## src/conPkg.sv

```systemverilog
`default_nettype none

package conPkg;

  // Microword field widths
  localparam int condW = 6;
  localparam int condSelW = 3;
  localparam int magicW = 9;
  localparam int memW = 3;
  localparam int diagFuncW = 3;

  // Run and start synchronizer depth
  localparam int runSyncStages = 3;

  typedef logic [condW-1:0] condField_t;
  typedef logic [condSelW-1:0] condSel_t;
  typedef logic [0:magicW-1] magicField_t;
  typedef logic [memW-1:0] memField_t;
  typedef logic [diagFuncW-1:0] diagFunc_t;

  // Bit positions inside the magic and mem fields
  localparam int magicPiCycle = 0;
  localparam int magicKernelCycle = 1;
  localparam int magicPcPlus1Inh = 2;
  localparam int magicClrPiCycle = 2;
  localparam int magicPxct = 4;
  localparam int magicIntDisable = 5;
  localparam int magicEboxHalted = 7;
  localparam int memWaitBit = 2;

  // Condition groups, upper half of the cond field
  localparam condSel_t condGrp10 = 3'd1;
  localparam condSel_t condGrp60 = 3'd6;
  localparam condSel_t condGrp70 = 3'd7;
  localparam condSel_t condDiagFuncGrp = 3'd2;

  // Functions within a group
  localparam condSel_t condLoadIrCode = 3'd4;
  localparam condSel_t condSpecInstrCode = 3'd5;
  localparam condSel_t condSrMagicCode = 3'd6;
  localparam condSel_t condSelVmaCode = 3'd7;
  localparam condSel_t condDiagFuncCode = 3'd0;

  // Diagnostic console functions
  localparam diagFunc_t diagClrRun = 3'd0;
  localparam diagFunc_t diagSetRun = 3'd1;
  localparam diagFunc_t diagContinue = 3'd2;
  localparam diagFunc_t diagIrStrobe = 3'd4;

  typedef struct packed {
    condField_t  cond;
    magicField_t magic;
    memField_t   mem;
  } microWord_t;

  typedef struct packed {
    logic loadIr;
    logic specInstr;
    logic srMagic;
    logic diagFunc;
    logic skipEn6x;
    logic skipEn7x;
    logic selVma;
  } condEnables_t;

  typedef struct packed {
    logic kernelCycle;
    logic pcPlus1Inh;
    logic pxct;
    logic intDisable;
    logic eboxHalted;
  } specFlags_t;

  typedef struct packed {
    logic mboxCycReq;
    logic vmaFetch;
    logic skipSatisfied;
    logic loadAr;
    logic loadArx;
    logic mbXfer;
  } mclStatus_t;

  typedef struct packed {
    logic user;
    logic userIot;
    logic public;
    logic irIoLegal;
  } modeStatus_t;

endpackage

`default_nettype wire

```

## src/con.sv

```systemverilog
`timescale 1ns/1ps
`default_nettype none

module con (
  input  logic                CON_CLK,
  input  logic                rstN,
  input  conPkg::microWord_t  microWord,
  input  conPkg::mclStatus_t  mcl,
  input  conPkg::modeStatus_t mode,
  input  logic                pageError,
  input  logic                fmXferIn,
  input  logic                diagStrobe,
  input  conPkg::diagFunc_t   diagCode,
  input  logic                piReady,
  input  logic                mtrIntReq,
  output logic                skip,
  output logic                run,
  output logic                start,
  output logic                memCycle,
  output logic                piCycle,
  output logic                mboxWait,
  output logic                fmXfer,
  output logic                loadIr,
  output logic                intReq,
  output logic                ioLegal,
  output conPkg::specFlags_t  flags
);

  conPkg::condEnables_t condEn;
  logic kernelMode;
  logic diagIrStrobeOut;

  conCondDecode condDecode_i (
    .microWord(microWord),
    .condEn   (condEn)
  );

  conRunControl runControl_i (
    .CON_CLK        (CON_CLK),
    .rstN           (rstN),
    .diagStrobe     (diagStrobe),
    .diagCode       (diagCode),
    .run            (run),
    .start          (start),
    .diagIrStrobeOut(diagIrStrobeOut)
  );

  conSpecInstr specInstr_i (
    .CON_CLK   (CON_CLK),
    .rstN      (rstN),
    .condEn    (condEn),
    .magic     (microWord.magic),
    .mode      (mode),
    .piReady   (piReady),
    .mtrIntReq (mtrIntReq),
    .flags     (flags),
    .kernelMode(kernelMode),
    .ioLegal   (ioLegal),
    .intReq    (intReq)
  );

  conCycleTrack cycleTrack_i (
    .CON_CLK        (CON_CLK),
    .rstN           (rstN),
    .condEn         (condEn),
    .microWord      (microWord),
    .mcl            (mcl),
    .pageError      (pageError),
    .fmXferIn       (fmXferIn),
    .diagIrStrobeOut(diagIrStrobeOut),
    .memCycle       (memCycle),
    .piCycle        (piCycle),
    .mboxWait       (mboxWait),
    .fmXfer         (fmXfer),
    .loadIr         (loadIr)
  );

  conSkipSelect skipSelect_i (
    .condEn    (condEn),
    .cond      (microWord.cond),
    .mcl       (mcl),
    .mode      (mode),
    .kernelMode(kernelMode),
    .piCycle   (piCycle),
    .run       (run),
    .start     (start),
    .intReq    (intReq),
    .ioLegal   (ioLegal),
    .pxct      (flags.pxct),
    .skip      (skip)
  );

endmodule

`default_nettype wire

```

## src/conCondDecode.sv

```systemverilog
`timescale 1ns/1ps
`default_nettype none

module conCondDecode (
  input  conPkg::microWord_t   microWord,
  output conPkg::condEnables_t condEn
);

  conPkg::condSel_t grp;
  conPkg::condSel_t func;
  logic grp10En;
  logic diagGrpEn;
  logic grp60En;
  logic grp70En;

  // Upper three bits pick the group, lower three the function
  assign grp = microWord.cond[conPkg::condW-1 -: conPkg::condSelW];
  assign func = microWord.cond[conPkg::condSelW-1:0];

  assign grp10En = (grp == conPkg::condGrp10);
  assign diagGrpEn = (grp == conPkg::condDiagFuncGrp);
  assign grp60En = (grp == conPkg::condGrp60);
  assign grp70En = (grp == conPkg::condGrp70);

  always_comb begin
    condEn = '0;

    // Group 1 carries the named microword conditions
    if (grp10En) begin
      case (func)
        conPkg::condLoadIrCode: begin
          condEn.loadIr = 1'b1;
        end
        conPkg::condSpecInstrCode: begin
          condEn.specInstr = 1'b1;
        end
        conPkg::condSrMagicCode: begin
          condEn.srMagic = 1'b1;
        end
        conPkg::condSelVmaCode: begin
          condEn.selVma = 1'b1;
        end
        default: begin
          condEn.loadIr = 1'b0;
        end
      endcase
    end

    // Diagnostic function is a single code in group 2
    if (diagGrpEn && (func == conPkg::condDiagFuncCode)) begin
      condEn.diagFunc = 1'b1;
    end

    // Skip groups take the whole group, function picks the condition later
    condEn.skipEn6x = grp60En;
    condEn.skipEn7x = grp70En;
  end

endmodule

`default_nettype wire

```

## src/conCycleTrack.sv

```systemverilog
`timescale 1ns/1ps
`default_nettype none

module conCycleTrack (
  input  logic                 CON_CLK,
  input  logic                 rstN,
  input  conPkg::condEnables_t condEn,
  input  conPkg::microWord_t   microWord,
  input  conPkg::mclStatus_t   mcl,
  input  logic                 pageError,
  input  logic                 fmXferIn,
  input  logic                 diagIrStrobeOut,
  output logic                 memCycle,
  output logic                 piCycle,
  output logic                 mboxWait,
  output logic                 fmXfer,
  output logic                 loadIr
);

  logic xfer;
  logic fetchCycle;
  logic setPiCycle;
  logic clrPiCycle;

  assign mboxWait = memCycle && microWord.mem[conPkg::memWaitBit];
  assign fmXfer = fmXferIn && mboxWait;
  assign xfer = fmXfer || mcl.mbXfer;
  assign fetchCycle = memCycle && mcl.vmaFetch;
  assign loadIr = fetchCycle || condEn.loadIr || diagIrStrobeOut;

  assign setPiCycle = condEn.specInstr && microWord.magic[conPkg::magicPiCycle];
  assign clrPiCycle = mcl.skipSatisfied ||
                      (condEn.diagFunc && microWord.magic[conPkg::magicClrPiCycle]);

  // A new request keeps the cycle open across a finishing transfer
  always_ff @(posedge CON_CLK or negedge rstN) begin
    if (!rstN) begin
      memCycle <= 1'b0;
    end else begin
      memCycle <= mcl.mboxCycReq || (memCycle && !xfer && !pageError);
    end
  end

  always_ff @(posedge CON_CLK or negedge rstN) begin
    if (!rstN) begin
      piCycle <= 1'b0;
    end else begin
      piCycle <= setPiCycle || (piCycle && !clrPiCycle);
    end
  end

  // Wait only inside a cycle opened on an earlier edge
  waitInMemCycle: assert property (
    @(posedge CON_CLK) disable iff (!rstN)
    mboxWait |-> $past(mcl.mboxCycReq || memCycle)
  );

endmodule

`default_nettype wire

```

## src/conRunControl.sv

```systemverilog
`timescale 1ns/1ps
`default_nettype none

module conRunControl (
  input  logic              CON_CLK,
  input  logic              rstN,
  input  logic              diagStrobe,
  input  conPkg::diagFunc_t diagCode,
  output logic              run,
  output logic              start,
  output logic              diagIrStrobeOut
);

  logic doClrRun;
  logic doSetRun;
  logic doContinue;
  logic runState;
  logic contReq;
  logic [conPkg::runSyncStages-1:0] runSync;
  logic [conPkg::runSyncStages-1:0] startSync;

  // Console function decode
  assign doClrRun = diagStrobe && (diagCode == conPkg::diagClrRun);
  assign doSetRun = diagStrobe && (diagCode == conPkg::diagSetRun);
  assign doContinue = diagStrobe && (diagCode == conPkg::diagContinue);
  assign diagIrStrobeOut = diagStrobe && (diagCode == conPkg::diagIrStrobe);

  always_ff @(posedge CON_CLK or negedge rstN) begin
    if (!rstN) begin
      runState <= 1'b0;
      contReq <= 1'b0;
    end else begin
      if (doSetRun) begin
        runState <= 1'b1;
      end else if (doClrRun) begin
        runState <= 1'b0;
      end
      // Back-to-back continues still give separate pulses
      contReq <= doContinue && !contReq;
    end
  end

  // Console side to EBOX clock domain
  always_ff @(posedge CON_CLK or negedge rstN) begin
    if (!rstN) begin
      runSync <= '0;
      startSync <= '0;
    end else begin
      runSync <= {runSync[conPkg::runSyncStages-2:0], runState};
      startSync <= {startSync[conPkg::runSyncStages-2:0], contReq};
    end
  end

  assign run = runSync[conPkg::runSyncStages-1];
  assign start = startSync[conPkg::runSyncStages-1];

  startOnePulse: assert property (
    @(posedge CON_CLK) disable iff (!rstN)
    start |=> !start
  );

endmodule

`default_nettype wire

```

## src/conSkipSelect.sv

```systemverilog
`timescale 1ns/1ps
`default_nettype none

module conSkipSelect (
  input  conPkg::condEnables_t condEn,
  input  conPkg::condField_t   cond,
  input  conPkg::mclStatus_t   mcl,
  input  conPkg::modeStatus_t  mode,
  input  logic                 kernelMode,
  input  logic                 piCycle,
  input  logic                 run,
  input  logic                 start,
  input  logic                 intReq,
  input  logic                 ioLegal,
  input  logic                 pxct,
  output logic                 skip
);

  conPkg::condSel_t func;
  logic skip6x;
  logic skip7x;

  assign func = cond[conPkg::condSelW-1:0];

  // 6x group
  always_comb begin
    case (func)
      3'd0: skip6x = mcl.vmaFetch;
      3'd1: skip6x = kernelMode;
      3'd2: skip6x = mode.user;
      3'd3: skip6x = mode.public;
      3'd4: skip6x = piCycle;
      3'd5: skip6x = !run;
      default: skip6x = 1'b0;
    endcase
  end

  // 7x group
  always_comb begin
    case (func)
      3'd0: skip7x = intReq;
      3'd1: skip7x = !start;
      3'd2: skip7x = run;
      3'd3: skip7x = ioLegal;
      3'd4: skip7x = pxct;
      default: skip7x = 1'b0;
    endcase
  end

  assign skip = (condEn.skipEn6x && skip6x) || (condEn.skipEn7x && skip7x);

endmodule

`default_nettype wire

```

## src/conSpecInstr.sv

```systemverilog
`timescale 1ns/1ps
`default_nettype none

module conSpecInstr (
  input  logic                 CON_CLK,
  input  logic                 rstN,
  input  conPkg::condEnables_t condEn,
  input  conPkg::magicField_t  magic,
  input  conPkg::modeStatus_t  mode,
  input  logic                 piReady,
  input  logic                 mtrIntReq,
  output conPkg::specFlags_t   flags,
  output logic                 kernelMode,
  output logic                 ioLegal,
  output logic                 intReq
);

  logic intPending;

  // Flags taken from the magic field on a special instruction
  always_ff @(posedge CON_CLK or negedge rstN) begin
    if (!rstN) begin
      flags <= '0;
    end else if (condEn.specInstr) begin
      flags.kernelCycle <= magic[conPkg::magicKernelCycle];
      flags.pcPlus1Inh <= magic[conPkg::magicPcPlus1Inh];
      flags.pxct <= magic[conPkg::magicPxct];
      flags.intDisable <= magic[conPkg::magicIntDisable];
      flags.eboxHalted <= magic[conPkg::magicEboxHalted];
    end
  end

  // PI and meter requests arrive from other boards, sample once
  always_ff @(posedge CON_CLK or negedge rstN) begin
    if (!rstN) begin
      intPending <= 1'b0;
    end else begin
      intPending <= piReady || mtrIntReq;
    end
  end

  assign intReq = intPending && !flags.intDisable;

  assign kernelMode = !mode.user && !mode.public;

  // IO instructions also legal for user with IOT privilege
  assign ioLegal = mode.irIoLegal || kernelMode || flags.kernelCycle ||
                   (mode.user && mode.userIot);

  flagsHoldOtherwise: assert property (
    @(posedge CON_CLK) disable iff (!rstN)
    !condEn.specInstr |=> $stable(flags)
  );

endmodule

`default_nettype wire

```

## config.mk

```make
export PLATFORM = sky130hd
export DESIGN_NAME = con
export DESIGN_NICKNAME = d
export VERILOG_FILES = /design/src/conPkg.sv /design/src/con.sv /design/src/conCondDecode.sv /design/src/conCycleTrack.sv /design/src/conRunControl.sv /design/src/conSkipSelect.sv /design/src/conSpecInstr.sv
export SDC_FILE = /design/constraint.sdc
export NUM_CORES = 1
export LEC_CHECK = 0
export ABC_AREA = 1
export BUFFER_PORTS_ARGS = -buffer_cell sky130_fd_sc_hd__buf_4
export CAP_MARGIN = 10
export CELL_PAD_IN_SITES_DETAIL_PLACEMENT = 2
export CELL_PAD_IN_SITES_GLOBAL_PLACEMENT = 2
export CORE_MARGIN = 8
export CORE_UTILIZATION = 22
export CTS_CLUSTER_DIAMETER = 30
export CTS_CLUSTER_SIZE = 24
export DETAILED_ROUTE_END_ITERATION = 8
export PLACE_DENSITY_LB_ADDON = 0.25
export SYNTH_ARGS = -nofsm -noshare
export SYNTH_HDL_FRONTEND = slang
export SYNTH_SLANG_ARGS = --single-unit
```

## constraint.sdc

```tcl
create_clock -name CON_CLK -period 1.46 [get_ports CON_CLK]
set_input_delay 0.146 -clock CON_CLK [delete_from_list [all_inputs] [get_ports CON_CLK]]
set_output_delay 0.146 -clock CON_CLK [all_outputs]
set_load 0.01 [all_outputs]
```

# Yosys cells after proc, flatten, opt, wreduce, memory -nomap -nowiden
# Index checks and enable logic that the tools add are counted.
[totals]
output_inout_bits = 15
regBits = 16
elab_cells = 76
inputBits = 38
[classes]
mux = 9
reduce_logical = 42
eq_ne = 13
[ops]
columns = ["operator", "n"]
rows = [
  ["logical AND 1 bit", 19],
  ["== test 3 bit (second input constant)", 6],
  ["== test 3 x 2 -> 1 bit (second input constant)", 4],
  ["logical OR 1 bit", 11],
  ["== test 3 x 1 -> 1 bit (second input constant)", 3],
  ["zero test 1 bit", 9],
  ["zero test 3 bit", 2],
  ["2-to-1 mux 1 bit", 6],
  ["one-hot mux 1 bit (6 select lines)", 1],
  ["one-hot mux 1 bit (5 select lines)", 1],
  ["2-to-1 mux 3 bit", 1],
  ["nonzero test 2 bit", 1],
]

# Depth between registers and ports, before layout
[depth]
ltp_word = 8
depth_mapped = 8
mapped_depth_nobuf = 8

# Cells and area by module
# A second synthesis with hierarchy kept.
[hier_totals]
hier_cells = 127
hier_area_um2 = 899.6
[by_module_without_submodules]
columns = ["mod", "cells_each", "seq_area_each_um2", "instances", "area_per_inst_um2"]
rows = [
  ["conSpecInstr", 32, 150.1, 1, 269.0],
  ["conRunControl", 20, 200.2, 1, 256.5],
  ["conSkipSelect", 34, 0.0, 1, 153.9],
  ["conCycleTrack", 17, 50.0, 1, 112.6],
  ["conCondDecode", 24, 0.0, 1, 107.6],
]

# Worst setup path after synthesis
# No wires, ideal clock.
[synth_timing]
kind = "register -> output"
from = "register specInstr_i.flags[1] (netlist name)"
to = "output port skip"
setup_slack_ns = 0.324
t_required_ns = 1.314
arrival_time_ns = 0.990
path_stages_with_launch = 8
path_buffers = 0
cell_sequence = "dfrtp_1 -> nor2_1 -> nand3_1 -> nand2_1 -> nor2_1 -> nand2_1 -> nand2_1 -> nand2_1"
[synth_between]
elab_chain_len = 5
[synth_lines]
columns = ["item", "line_no", "source"]
rows = [
  ["zero test 1 bit", "conSpecInstr.sv:42", "assign intReq = intPending && !flags.intDisable;"],
  ["logical AND 1 bit", "conSpecInstr.sv:42", ""],
  ["via intReq", "con.sv:24", "output logic intReq,"],
  ["one-hot mux 1 bit (5 select lines)", "conSkipSelect.sv:40", "case (func)"],
  ["logical AND 1 bit", "conSkipSelect.sv:50", "assign skip = (condEn.skipEn6x && skip6x) || (condEn.skipEn7x && skip7x);"],
  ["logical OR 1 bit", "conSkipSelect.sv:50", ""],
  ["end, declared", "con.sv:16", "output logic skip,"],
]
# The timed path passes the listed nets, and every way through them passes these cells.

# Final worst setup path
[layout_timing]
from = "register specInstr_i.flags[1] (netlist name)"
to = "output port skip"
[layout_between]
elab_chain_len = 5
[layout_lines]
columns = ["item", "line_no"]
rows = [
  ["zero test 1 bit", "conSpecInstr.sv:42"],
  ["logical AND 1 bit", "conSpecInstr.sv:42"],
  ["one-hot mux 1 bit (5 select lines)", "conSkipSelect.sv:40"],
  ["logical AND 1 bit", "conSkipSelect.sv:50"],
  ["logical OR 1 bit", "conSkipSelect.sv:50"],
]
# No other way between the ends.

==> impl_results.md <==
- Cell variety after synth: 21
- Syn. warnings: 0
- First-pass GRT wire length: 4630 um
- Gp weighted congestion: 0.758
- Reg area: 400 um2
- Clk buf depth: 2
- CP startpoint kind: register
- Routed wire per std cell: 13.9 um
- Min Clock Period, post-route: 1.40 ns
- DRT iter0 DRCs: 9
- Port buffer count: 45
- Via-to-Cell Ratio: 4.39
- Syn Nets: 140
- Dpl hpwl: 2410 um
- Post-Syn Area: 822 um2
- Area Growth Syn to Fin: 56.9%
- Drt pass-1 iters: 3
- Pin count of the biggest net entering global routing: 17
- Worst-Skew Late Latency: 0.24 ns
- Post-DRT Antenna Nets: 0
- PD cells: 939 nW/um2
- Final hold vios: 0
- Grt ovf: 0
- Final Cell Area: 1290 um2
- Initial antenna violation count: 0
- Remaining DRCs: 0
- Cells after synthesis: 102
- Area occupied by multi-input gates: 367 um2
- H-tree levels: 1
- Status: finished clean
- Final core occ: 35.5%
- Number of global-route vias before repair: 1038
- Critical path endpoint category: output pin
- Placed cell area: 1210 um2
- CTS Root Cell: clkbuf_8
- Endpoints failing setup: 0
- Row Count: 22
- Seq/Total Area, Yosys: 48.7%
- RSZ-0062 raised after global routing: true
- CP Class: reg -> out
- Final Max Slew Viols: 0
- Die width: 77.1 um
- Max-cap violations: 0
- CTS Sinks: 16
- CP max FO: 3
- Period utilisation layout: 95.6%
- Mean Syn Cell Area: 8.06 um2
- Hold Crit Class: in -> reg
- Worst vdd ir: 403 uV
- FF-to-FF setup slack: 0.56 ns
- Fill cell count: 442
- Die Y: 77.1 um
- Leak pwr: 0.719 nW
- Register bit total from synthesis: 16
- Clock buffer count from CTS: 3
- Clk_skew: 0.00130 ns
- Core area: 3630 um2
- Share of layout cells above drive strength 1: 40.1%
- Ant diodes: 0
- Worst slew margin: 82.1%
- WP data required: 1.31 ns
- Die footprint: 5950 um2
- CTS tree: built
- Final wirelength: 2780 um
- Worst-margin pin slew: 0.266 ns
- Worst-path clk slew: 0.06 ns
- Final nets: 191
- Fmax: 717 MHz
- I/O pin count: 53
- Initial Util: 22.6%
- Total GRT Usage: 9.21%
- Fin Setup TNS: 0 ns
- Critical path arrival: 1.25 ns
- Via count: 878
[per-stage QoR]
stage | hold WS [ns] | power [mW] | setup WS [ns] | std cells
after global routing | 0.0793 | 1.28 | -0.0594 | 200
final | 0.0762 | 1.21 | 0.0644 | 200
after floorplan | -0.150 | 0.647 | 0.324 | 102
after detailed placement | 0.0201 | 0.836 | 0.240 | 194
after global placement | 0.0154 | 0.821 | 0.248 | 194
after CTS | 0.0716 | 1.24 | 0.00558 | 199
[cell families (layout without fill, tap and decap cells)]
kind of cell	after synthesis	in the layout	share of synthesized area [%]
AND/OR/NAND/NOR	63	63	36.8
flip-flops	16	16	48.7
buffers and inverters	14	64	7.31
AO/OA/AOI/OAI	8	8	5.78
multiplexers	1	1	1.37
[layout make-up]
type                            instances  area share (%)
Sequential cell                        16            31.0
Multi-Input combinational cell         72            28.4
Timing Repair Buffer                   48            28.1
Tap cell                               48            4.66
Clock buffer                            4            4.27
Inverter                               12            3.49
[repair_timing]
| action | in CTS | in global routing |
|---|---|---|
| setup endpoints to repair | 1 | 1 |
| hold buffers | 1 | 0 |
| resized for setup | 1 | 1 |
| buffers inserted | 0 | 1 |
| hold endpoints to repair | 16 | 0 |
| pin swaps | 0 | 1 |
[synth_stat cells]
cell / instances / share of area, %
a21oi_1: 1 / 0.61
a31o_2: 1 / 1.1
buf_4: 2 / 1.8
dfrtp_1: 16 / 49
inv_1: 11 / 5.0
inv_2: 1 / 0.46
mux2_2: 1 / 1.4
nand2_1: 32 / 15
nand2_4: 1 / 1.4
nand3_1: 10 / 6.1
nand3b_1: 1 / 0.91
nand4_1: 3 / 2.3
nor2_1: 8 / 3.7
nor2_2: 1 / 0.76
nor2_4: 1 / 1.4
nor2_8: 1 / 2.4
nor3_1: 3 / 1.8
nor4_1: 1 / 0.76
o21ai_0: 5 / 3.0
o221ai_1: 1 / 1.1
or2_2: 1 / 0.76
[report_power, final]
| group | internal (mW) | switching, mW |
|---|---|---|
| Clock | 0.239 | 0.145 |
| Combinational | 0.155 | 0.142 |
| Sequential | 0.497 | 0.0342 |
[state kept, by name, summed over array words and instances, names as in the netlist]
register and flops:
runControl_i.runSync 3, runControl_i.runState 1, specInstr_i.intPending 1, cycleTrack_i.memCycle 1
specInstr_i.flags 5, runControl_i.contReq 1, cycleTrack_i.piCycle 1, runControl_i.startSync 3
[metal layers]
layer	part of all wire (%)	global-route usage [%]	routed length, um
met1	41	9.63	1130
met3	9.0	4.08	249
met5	0	0	0
met4	0.18	2.26	5
met2	50	16.3	1390
[path summary, 6_finish.rpt]
check                                                  start                           endpoint  cells after the start
max in group asynchronous                               rstN   specInstr_i.flags[4]$_DFFE_PN0P_                      2
min in group asynchronous                               rstN     runControl_i.contReq$_DFF_PN0_                      2
max reg2reg                  cycleTrack_i.memCycle$_DFF_PN0_    cycleTrack_i.memCycle$_DFF_PN0_                      4
max                         specInstr_i.flags[1]$_DFFE_PN0P_                               skip                      8
min reg2reg                runControl_i.runSync[1]$_DFF_PN0_  runControl_i.runSync[2]$_DFF_PN0_                      0
min                                              diagCode[0]     runControl_i.contReq$_DFF_PN0_                      2
[critical path, cell delays in order (launching register included)]
cell	delay, ns
dfrtp_1	0.41
nor2_2	0.12
nand3_1	0.09
nand2_1	0.09
nor2_2	0.04
nand2_1	0.05
nand2_1	0.04
nand2_1	0.05
buf_4	0.11
[layout by cell type (no fill, tap or decap), types with 4 or more instances in the layout]
cell	synthesis	layout
nand2_1	32	32
inv_1	11	11
buf_4	2	47
o21ai_0	5	5
nand3_1	10	10
dfrtp_1	16	16
nor2_1	8	6
clkbuf_8	0	4
Note: power is estimated with default switching activity, not from simulation.
